File: config.mk
export PLATFORM = sky130hd
export DESIGN_NAME = ads1115_reader
export DESIGN_NICKNAME = d
export VERILOG_FILES = /design/src/design/ads_pkg.sv /design/src/design/ads1115_reader.sv /design/src/design/ads_sequencer.sv /design/src/design/i2c_byte_engine.sv
export SDC_FILE = /design/constraint.sdc
export NUM_CORES = 1
export LEC_CHECK = 0
export BUFFER_PORTS_ARGS = -buffer_cell sky130_fd_sc_hd__buf_2
export CORE_MARGIN = 2
export CORE_UTILIZATION = 35
export CTS_CLUSTER_DIAMETER = 30
export DETAILED_ROUTE_END_ITERATION = 12
export PLACE_DENSITY_LB_ADDON = 0.05
export SLEW_MARGIN = 20
export SYNTH_ARGS = -nofsm -noshare
export SYNTH_HDL_FRONTEND = slang
export SYNTH_HIERARCHICAL = 1
export SYNTH_SLANG_ARGS = --single-unit
File: constraint.sdc
create_clock -name i2c_sclk_local_200khz -period 2.8 [get_ports i2c_sclk_local_200khz]
set_input_delay 0.42 -clock i2c_sclk_local_200khz [delete_from_list [all_inputs] [get_ports i2c_sclk_local_200khz]]
set_output_delay 0.42 -clock i2c_sclk_local_200khz [all_outputs]
set_load 0.1 [all_outputs]
File: src/design/ads_pkg.sv
package ads_pkg;

    // ------------------------------
    // ADS1115 addressing
    // ------------------------------
    localparam logic [6:0] ADS_ADDR   = 7'h48;   // ADDR pin tied to GND
    localparam logic [7:0] PTR_CONV   = 8'h00;   // Conversion result register
    localparam logic [7:0] PTR_CONFIG = 8'h01;   // Config register

    // Single-shot start, AIN0 vs GND, +/-2.048 V range, single-shot mode
    localparam logic [7:0] CONFIG_MSB = 8'hC5;
    // 128 SPS, comparator disabled
    localparam logic [7:0] CONFIG_LSB = 8'h83;

    // ------------------------------
    // Byte engine command interface
    // ------------------------------
    typedef enum logic [1:0] {
        OP_START,
        OP_STOP,
        OP_WRITE,
        OP_READ
    } i2c_op_t;

    // One bus operation handed to the byte engine
    typedef struct packed {
        i2c_op_t    op;
        logic [7:0] data;         // Byte shifted out on OP_WRITE
        logic       master_nack;  // OP_READ only, 1 = NACK after the byte
    } i2c_cmd_t;

    // Returned on done
    typedef struct packed {
        logic [7:0] data;         // Byte collected on OP_READ
        logic       ack_seen;     // SDA low in the acknowledge slot
    } i2c_result_t;

    // Transaction headers
    localparam logic [7:0] ADDR_WR = {ADS_ADDR, 1'b0};  // 0x90
    localparam logic [7:0] ADDR_RD = {ADS_ADDR, 1'b1};  // 0x91

endpackage

File: src/design/ads1115_reader.sv
`timescale 1ns/1ns

module ads1115_reader import ads_pkg::*; #(
    parameter int CONV_WAIT_TICKS = 1800,  // Ticks after config before the pointer write
    parameter int READ_GAP_TICKS  = 2000   // Ticks between consecutive reads
) (
    input  logic        i2c_sclk_local_200khz,
    input  logic        reset_n,
    output logic        scl,
    output logic        sda_out_en,
    output logic        sda_out,
    input  logic        sda_in,
    output logic [15:0] lux_value,
    output logic        lux_valid
);

    i2c_cmd_t    cmd;
    logic        cmd_valid;
    logic        busy;
    logic        done;
    i2c_result_t rx;

    // ------------------------------
    // Transaction order and timing
    // ------------------------------
    ads_sequencer #(
        .CONV_WAIT_TICKS (CONV_WAIT_TICKS),
        .READ_GAP_TICKS  (READ_GAP_TICKS)
    ) seq_i (
        .i2c_sclk_local_200khz (i2c_sclk_local_200khz),
        .reset_n               (reset_n),
        .cmd                   (cmd),
        .cmd_valid             (cmd_valid),
        .busy                  (busy),
        .done                  (done),
        .rx                    (rx),
        .lux_value             (lux_value),
        .lux_valid             (lux_valid)
    );

    // Bit level SCL/SDA generation
    i2c_byte_engine engine_i (
        .i2c_sclk_local_200khz (i2c_sclk_local_200khz),
        .reset_n               (reset_n),
        .cmd                   (cmd),
        .cmd_valid             (cmd_valid),
        .busy                  (busy),
        .done                  (done),
        .rx                    (rx),
        .scl                   (scl),
        .sda_out_en            (sda_out_en),
        .sda_out               (sda_out),
        .sda_in                (sda_in)
    );

endmodule

File: src/design/ads_sequencer.sv
`timescale 1ns/1ns

module ads_sequencer import ads_pkg::*; #(
    parameter int CONV_WAIT_TICKS = 1800,
    parameter int READ_GAP_TICKS  = 2000
) (
    input  logic        i2c_sclk_local_200khz,
    input  logic        reset_n,
    output i2c_cmd_t    cmd,
    output logic        cmd_valid,
    input  logic        busy,
    input  logic        done,
    input  i2c_result_t rx,
    output logic [15:0] lux_value,
    output logic        lux_valid
);

    localparam int MAX_WAIT = (CONV_WAIT_TICKS > READ_GAP_TICKS) ?
                              CONV_WAIT_TICKS : READ_GAP_TICKS;
    localparam int CNT_W    = $clog2(MAX_WAIT + 1);

    typedef enum logic [2:0] {
        PH_CONFIG,     // Write config register
        PH_CONV_WAIT,  // First conversion in progress
        PH_POINTER,    // Point at conversion register
        PH_READ,       // Two-byte read
        PH_GAP         // Idle between reads
    } phase_t;

    phase_t           phase;
    logic [2:0]       step;        // Command index within the transaction
    logic             waiting;     // Command issued, done not yet seen
    logic [CNT_W-1:0] wait_cnt;    // Shared by conversion wait and read gap
    logic [7:0]       msb_q;

    function automatic i2c_cmd_t make_cmd(input i2c_op_t op, input logic [7:0] data,
                                          input logic nack);
        i2c_cmd_t c;
        c.op          = op;
        c.data        = data;
        c.master_nack = nack;
        return c;
    endfunction

    // ------------------------------
    // Command lists
    // ------------------------------
    function automatic i2c_cmd_t step_cmd(input phase_t ph, input logic [2:0] st);
        i2c_cmd_t c;
        c = make_cmd(OP_STOP, 8'h00, 1'b1);  // Last entry of every list
        case (ph)
            PH_CONFIG: case (st)
                3'd0:    c = make_cmd(OP_START, 8'h00, 1'b1);
                3'd1:    c = make_cmd(OP_WRITE, ADDR_WR, 1'b1);
                3'd2:    c = make_cmd(OP_WRITE, PTR_CONFIG, 1'b1);
                3'd3:    c = make_cmd(OP_WRITE, CONFIG_MSB, 1'b1);
                3'd4:    c = make_cmd(OP_WRITE, CONFIG_LSB, 1'b1);
                default: ;
            endcase
            PH_POINTER: case (st)
                3'd0:    c = make_cmd(OP_START, 8'h00, 1'b1);
                3'd1:    c = make_cmd(OP_WRITE, ADDR_WR, 1'b1);
                3'd2:    c = make_cmd(OP_WRITE, PTR_CONV, 1'b1);
                default: ;
            endcase
            PH_READ: case (st)
                3'd0:    c = make_cmd(OP_START, 8'h00, 1'b1);
                3'd1:    c = make_cmd(OP_WRITE, ADDR_RD, 1'b1);
                3'd2:    c = make_cmd(OP_READ, 8'h00, 1'b0);   // MSB, master ACK
                3'd3:    c = make_cmd(OP_READ, 8'h00, 1'b1);   // LSB, master NACK
                default: ;
            endcase
            default: ;
        endcase
        return c;
    endfunction

    function automatic logic [2:0] last_step(input phase_t ph);
        case (ph)
            PH_CONFIG:  return 3'd5;
            PH_POINTER: return 3'd3;
            default:    return 3'd4;
        endcase
    endfunction

    // ------------------------------
    // Phase control
    // ------------------------------
    always_ff @(posedge i2c_sclk_local_200khz) begin
        if (!reset_n) begin
            phase     <= PH_CONFIG;
            step      <= 3'd0;
            waiting   <= 1'b0;
            wait_cnt  <= '0;
            cmd_valid <= 1'b0;
            lux_valid <= 1'b0;
        end else begin
            cmd_valid <= 1'b0;
            lux_valid <= 1'b0;
            case (phase)
                PH_CONV_WAIT, PH_GAP: begin
                    if (wait_cnt == '0) begin
                        phase <= (phase == PH_CONV_WAIT) ? PH_POINTER : PH_READ;
                        step  <= 3'd0;
                    end else begin
                        wait_cnt <= wait_cnt - 1'b1;
                    end
                end
                default: begin
                    if (!waiting && !busy) begin
                        cmd       <= step_cmd(phase, step);
                        cmd_valid <= 1'b1;
                        waiting   <= 1'b1;
                    end else if (done) begin
                        waiting <= 1'b0;
                        if (phase == PH_READ && step == 3'd3) begin
                            lux_value <= {msb_q, rx.data};  // Pulse lands the tick after done
                            lux_valid <= 1'b1;
                        end
                        if (step != last_step(phase)) begin
                            step <= step + 3'd1;
                        end else if (phase == PH_CONFIG) begin
                            phase    <= PH_CONV_WAIT;
                            wait_cnt <= CNT_W'(CONV_WAIT_TICKS);
                        end else if (phase == PH_POINTER) begin
                            phase <= PH_READ;  // Pointer stays put for all later reads
                            step  <= 3'd0;
                        end else begin
                            phase    <= PH_GAP;
                            wait_cnt <= CNT_W'(READ_GAP_TICKS);
                        end
                    end
                end
            endcase
        end
    end

    // High byte arrives first
    always_ff @(posedge i2c_sclk_local_200khz) begin
        if (done && phase == PH_READ && step == 3'd2)
            msb_q <= rx.data;
    end

endmodule

File: src/design/i2c_byte_engine.sv
`timescale 1ns/1ns

module i2c_byte_engine import ads_pkg::*; (
    input  logic        i2c_sclk_local_200khz,
    input  logic        reset_n,
    input  i2c_cmd_t    cmd,
    input  logic        cmd_valid,
    output logic        busy,
    output logic        done,
    output i2c_result_t rx,
    output logic        scl,
    output logic        sda_out_en,
    output logic        sda_out,
    input  logic        sda_in
);

    i2c_cmd_t   cmd_q;
    logic [4:0] cnt;       // Tick within the current command
    logic [4:0] last_cnt;
    logic [7:0] sr;        // Write bits leave at [7] and read bits enter at [0]
    logic       ack_slot;
    logic       slot_scl;
    logic       slot_en;
    logic       slot_val;
    logic       hold_scl;  // Levels kept on the bus between commands
    logic       hold_en;
    logic       hold_val;

    assign last_cnt = (cmd_q.op == OP_START || cmd_q.op == OP_STOP) ? 5'd2 : 5'd17;
    assign ack_slot = (cnt >= 5'd16);
    assign done     = busy && (cnt == last_cnt);

    // ------------------------------
    // Bus levels for the current tick
    // ------------------------------
    always_comb begin
        slot_scl = 1'b1;
        slot_en  = 1'b0;
        slot_val = 1'b1;
        case (cmd_q.op)
            OP_START: begin
                slot_en  = 1'b1;
                slot_scl = (cnt != 5'd2);     // SCL drops only on the last tick
                slot_val = (cnt == 5'd0);     // SDA falls while SCL is high
            end
            OP_STOP: begin
                slot_scl = (cnt != 5'd0);
                slot_en  = (cnt != 5'd2);     // Release lets SDA rise with SCL high
                slot_val = 1'b0;
            end
            OP_WRITE: begin
                slot_scl = cnt[0];            // Even tick low and odd tick high
                slot_en  = !ack_slot;
                slot_val = sr[7];
            end
            OP_READ: begin
                slot_scl = cnt[0];
                slot_en  = ack_slot && !cmd_q.master_nack;  // Drive low only for ACK
                slot_val = 1'b0;
            end
            default: ;
        endcase
    end

    // Slot levels while running and held levels in between
    assign scl        = busy ? slot_scl : hold_scl;
    assign sda_out_en = busy ? slot_en  : hold_en;
    assign sda_out    = busy ? slot_val : hold_val;

    // Ack judged at the end of the high tick that carries done
    assign rx = '{data: sr, ack_seen: ack_slot && cnt[0] && !sda_in};

    // ------------------------------
    // Sequencing
    // ------------------------------
    always_ff @(posedge i2c_sclk_local_200khz) begin
        if (!reset_n) begin
            busy     <= 1'b0;
            cnt      <= 5'd0;
            hold_scl <= 1'b1;
            hold_en  <= 1'b0;
            hold_val <= 1'b1;
        end else if (busy) begin
            hold_scl <= slot_scl;
            hold_en  <= slot_en;
            hold_val <= slot_val;
            if (done)
                busy <= 1'b0;
            else
                cnt <= cnt + 5'd1;
        end else if (cmd_valid) begin
            busy <= 1'b1;
            cnt  <= 5'd0;
        end
    end

    // Command latch and shift register
    always_ff @(posedge i2c_sclk_local_200khz) begin
        if (!busy && cmd_valid) begin
            cmd_q <= cmd;
            sr    <= cmd.data;
        end else if (busy && cnt[0] && !ack_slot &&
                     (cmd_q.op == OP_WRITE || cmd_q.op == OP_READ)) begin
            sr <= {sr[6:0], sda_in};  // Sample at the end of each high tick
        end
    end

endmodule

==> out/metrics.csv, run 1 <==
metric;value;unit
Gate Count Post-Synth;318;
chip width;103;µm
Reg2Reg Setup Slack;0.24;ns
I/O Pins;23;
worst path cell trace;ha_1 -> or3_1 -> a211oi_4 -> o21ai_0 -> o21ai_1 -> o21ai_2 -> o311ai_0 -> o31ai_1;
internal power;1.53;mW
actual slew at the worst max-slew pin;0.642;ns
root buf cell;clkbuf_8;
TNS Setup;0;ns
initial antenna violation count;0;
largest net degree at the start of global routing;19;
H-Tree Depth;3;
crit share post-route;91.5;%
CP required;3.03;ns
first-pass GRT wire length;12100;µm
Critical Path Source;engine_i/cmd_q[10];
Initial DRT Pass Iterations;4;
Placement Cell Area;3770;µm²
Initial Util;35.7;%
Hold Path Class;primary input to flip-flop;
clock share of power;37.6;%
max_cap viols;0;
share of layout cells above drive strength 1;19.0;%
vias per cell;5.19;
Setup WS pre-CTS;0.0701;ns
Cells after DPL;474;
maximum operating frequency;0.390;GHz
final worst setup slack;0.237;ns
Period minus WS final;2.56;ns
Crit. End Element;flip-flop;
Routed WL;7400;µm
deepest clock path buffer count;2;
n_diodes;0;
DPL Wire Length;5100;µm
net load switching power;0.582;mW
ANT nets after route;0;
Clock Sinks;72;
Clk Latency, worst-skew pair;0.35;ns
delay-heaviest family, CP;compound AO/OA/AOI/OAI gates;
global placer's final weighted congestion;0.825;
Max Slew Vio Count;0;
PostCTS Resize Cnt;0;
leakage;1.36;nW
Layout Skew;0.00961;ns
Worst-path clk slew;0.09;ns
Cell Area, Synth;3440;µm²
vias in the first global route;2409;
crit-path max FO;8;
total global-route track usage;15.1;%
Non-Filler Instances;490;
Worst VDD drop;205;µV
CP Class;flip-flop to flip-flop;
grt ovf;0;
Storage cell area;1870;µm²
final core utilization;41.1;%
Finished Cell Area;3960;µm²
1st-iter DRT viols;118;
power consumption;2.11;mW
Area Growth Syn to Fin;15.1;%
commonest non-fill, non-tap cell in the layout;edfxtp_1;
Filler cells;972;
Core Region;9640;µm²
sequential share of power;55.0;%
commonest non-fill, non-tap cells in the layout;edfxtp_1, dfxtp_1, nor2_1, a21oi_1, buf_2;
CP peak stage delay;0.40;ns
CTS tree;built;
PortBufs;22;
Die Height;103;µm
Logic pwr share;7.4;%
Slowest-stage cell, CP;o311ai_0;
switch share;27.5;%
routed length per instance;15.1;µm
footprint of the multi-input gates;1430;µm²
RSZ-0062 raised after global routing;false;
Synthesis Warnings;6;
final net count;365;
hold path start;sda_in;
DRC;0;
pwr/cell area;534;nW/µm²
CP bufs+invs;0;
CTS Hold Bufs;0;
via count;2544;
Critical Path AT;2.79;ns
final setup fails;0;
Slew headroom;57.2;%
CP Launch Type;flip-flop;
TritonCTS buffer count;9;
Syn Area/Cell;10.8;µm²
worst reg2reg startpoint;engine_i/cmd_q[10];
Final Hold Slack;0.350;ns
row count;36;
die area;10600;µm²
Hold Vio Cnt, Final;0;
Post-CTS Setup Repair Bufs;0;
run status;finished clean;
==> worst paths after layout <==
path / endpoint / depth (start not counted)
worst max-delay path: seq_i/wait_cnt[4] / 8
worst min-delay path: engine_i/sr[0] / 2
worst max register to register: seq_i/wait_cnt[4] / 8
worst min register to register: seq_i/lux_value[15] / 0
==> routing by layer <==
layer  GRT usage (%)  vias up  share of wire (%)
met4            6.98        0                1.5
met5               0        -                  0
met1            19.1     1208                 47
met3            3.39       11                3.1
li1                -     1278                  -
met2            24.6       47                 48
==> state kept, by name (all words and copies together), names as in the netlist, 3 cells and up <==
name             count
seq_i/lux_value     16
engine_i/sr          8
seq_i/msb_q          8
seq_i/phase          3
seq_i/wait_cnt      11
engine_i/cnt         5
seq_i/cmd            8
seq_i/step           3
engine_i/cmd_q       3
==> layout make-up <==
cell class	count	share of cell area, %
flip-flops and latches	72	47.3
multi-input cells	211	36.0
repair buffers	39	6.01
well taps	133	4.20
clock buffers	9	3.13
inverters	19	1.80
clock inverters	7	1.58
==> power by group through the flow <==
stage / registers, mW / clock network, mW / logic (mW)
6_report: 1.16 / 0.793 / 0.156
5_1_grt: 1.17 / 0.864 / 0.170
4_1_cts: 1.16 / 0.827 / 0.159
3_5_place_dp: 1.19 / 0 / 0.158
3_3_place_gp: 1.19 / 0 / 0.157
2_1_floorplan: 1.19 / 0 / 0.119
Note: power is estimated with default switching activity, not from simulation.
==> inputs of run 2 (changes only) <==
Settings changed: ABC_AREA set to 0, BUFFER_PORTS_ARGS -buffer_cell sky130_fd_sc_hd__buf_2 to unset, DONT_BUFFER_PORTS set to 1.
Clock period 2.8 ns to 2.6 ns, I/O delays scaled along.
==> out/metrics.csv, run 2 (synthesis results as in run 1) <==
metric;value;unit;change
DRC;0;;unchanged
leakage;1.34;nW;-1.0%
via count;2504;;-1.6%
Critical Path AT;2.77;ns;-0.02 ns
Worst VDD drop;247;µV;+20%
n_diodes;0;;unchanged
Logic pwr share;8.0;%;+0.6 points
deepest clock path buffer count;2;;unchanged
Worst-path clk slew;0.09;ns;about the same
grt ovf;0;;unchanged
DPL Wire Length;5210;µm;+2.1%
Max Slew Vio Count;0;;unchanged
Highest Signal Layer;met4;;
Routed WL;7390;µm;-0.20%
CP Class;flip-flop to flip-flop;;
Clk Latency, worst-skew pair;0.35;ns;about the same
H-Tree Depth;3;;unchanged
CTS Hold Bufs;0;;unchanged
net load switching power;0.611;mW;+4.9%
Clock Sinks;72;;unchanged
Crit. End Element;flip-flop;;
max_cap viols;0;;unchanged
run status;finished clean;;
row count;36;;unchanged
ANT nets after route;0;;unchanged
worst path cell trace;ha_1 -> or3_4 -> a211oi_4 -> o21a_1 -> o21ai_1 -> o21a_1 -> or4_4 -> a21oi_2;;
1st-iter DRT viols;175;;+48%
clock share of power;36.8;%;-0.8 points
vias per cell;5.22;;+0.48%
Initial Util;35.7;%;unchanged
wire length on met1;3580;µm;+2.1%
max FFs per register;16;;unchanged
crit-path max FO;3;;-5
share of layout cells above drive strength 1;18.7;%;-0.32 points
TritonCTS buffer count;9;;unchanged
Setup WS pre-CTS;0.0930;ns;+0.0229 ns
sequential share of power;55.2;%;+0.2 points
most frequent CP cell;o21a_1;;
Hold Path Class;primary input to flip-flop;;
CP Launch Type;flip-flop;;
pwr/cell area;569;nW/µm²;+6.6%
power consumption;2.27;mW;+7.4%
Hold Vio Cnt, Final;0;;unchanged
commonest non-fill, non-tap cell in the layout;edfxtp_1;;
actual slew at the worst max-slew pin;0.934;ns;+0.292 ns
largest net degree at the start of global routing;20;;+1
TNS Setup;0;ns;unchanged
Initial DRT Pass Iterations;4;;unchanged
largest registers;seq_i/lux_value (16), seq_i/wait_cnt (11);;
final worst setup slack;0.114;ns;-0.123 ns
I/O Pins;23;;unchanged
vias in the first global route;2429;;+0.83%
total global-route track usage;15.6;%;+0.51 points
routed length per instance;15.4;µm;+1.9%
Area Growth Syn to Fin;15.9;%;
Core Region;9640;µm²;unchanged
switch share;26.9;%;-0.62 points
final net count;355;;-2.7%
CP peak stage delay;0.52;ns;+0.12 ns
CTS tree;built;;
chip width;103;µm;unchanged
global placer's final weighted congestion;0.833;;+1.0%
PortBufs;0;;-100%
CP required;2.88;ns;-0.15 ns
internal power;1.66;mW;+8.3%
initial antenna violation count;0;;unchanged
die area;10600;µm²;unchanged
WL met3;180;µm;-22%
Layout Skew;0.0146;ns;+0.00502 ns
Slew headroom;37.6;%;-20 points
Reg with most FFs;seq_i/lux_value;;
Slowest-stage cell, CP;or4_4;;
Die Height;103;µm;unchanged
root buf cell;clkbuf_8;;
met2 wire length;3540;µm;-0.25%
Period minus WS final;2.49;ns;-0.0773 ns
maximum operating frequency;0.402;GHz;+3.1%
final setup fails;0;;unchanged
RSZ-0062 raised after global routing;true;;
commonest non-fill, non-tap cells in the layout;edfxtp_1, dfxtp_1, buf_4, nor2_1, a21oi_1;;
crit share post-route;95.6;%;+4.1 points
first-pass GRT wire length;12600;µm;+4.0%
-- run 2: cell types whose count changed in the layout (fill, tap and decap cells not counted), sizes merged --
cell / previous run / this run
buf: 39 / 29
clkinv: 1 / 3
clkinvlp: 3 / 1
-- run 2: final cells by class --
| cell class | instances | area [µm²] |
|---|---|---|
| sequential | 72 | 1870 |
| clock inverter | 7 | 62.6 |
| timing repair buffer | 29 | 218 |
| clock buffer | 9 | 124 |
| inverter | 19 | 71.3 |
| tap | 133 | 166 |
| fill | 959 | 5650 |
| multi-input combinational | 211 | 1470 |
-- run 2: through the flow --
stage / utilization, % / hold slack, ns / std cells / area [µm²]
2_1_floorplan: - / 0.400 / 319 / 3470
3_3_place_gp: 39.0 / 0.402 / 462 / 3750
6_report: 41.4 / 0.131 / 480 / 3990
3_5_place_dp: 39.0 / 0.405 / 462 / 3750
4_1_cts: 40.9 / 0.108 / 478 / 3940
5_1_grt: 41.4 / 0.103 / 480 / 3990
-- run 2: power groups by stage --
stage | registers, mW | clock network, mW | logic [mW]
6_report | 1.25 | 0.835 | 0.180
5_1_grt | 1.26 | 0.943 | 0.196
3_3_place_gp | 1.28 | 0 | 0.176
4_1_cts | 1.25 | 0.888 | 0.177
3_5_place_dp | 1.28 | 0 | 0.177
2_1_floorplan | 1.28 | 0 | 0.134
-- run 2: final timing paths --
path                       from                   to  slack, ns  cells past startpoint
max reg2reg  engine_i/cmd_q[10]        seq_i/step[2]       0.11                      8
min                     reset_n    engine_i/hold_scl       0.13                      1
min reg2reg      seq_i/msb_q[4]  seq_i/lux_value[12]       0.42                      0
max          engine_i/cmd_q[10]        seq_i/step[2]       0.11                      8
-- run 2: critical path: cells and delay by family, from the launching register on --
kind / cells / cell delay (ns)
adders and majority gates: 1 / 0.30
and+or+nand+nor: 2 / 0.87
AOI/OAI and AO/OA: 5 / 0.84
DFF: 1 / 0.40
-- run 2: repair_timing --
action | 4_1_cts | 5_1_grt
gates resized for setup | 0 | 8
setup endpoints to repair | 0 | 7
setup buffers | 0 | 2
-- run 2: per-layer routing --
layer,vias up,global-route usage (%)
met5,-,0
met3,7,4.34
met1,1200,20.4
met4,0,4.55
li1,1260,-
met2,37,25.3
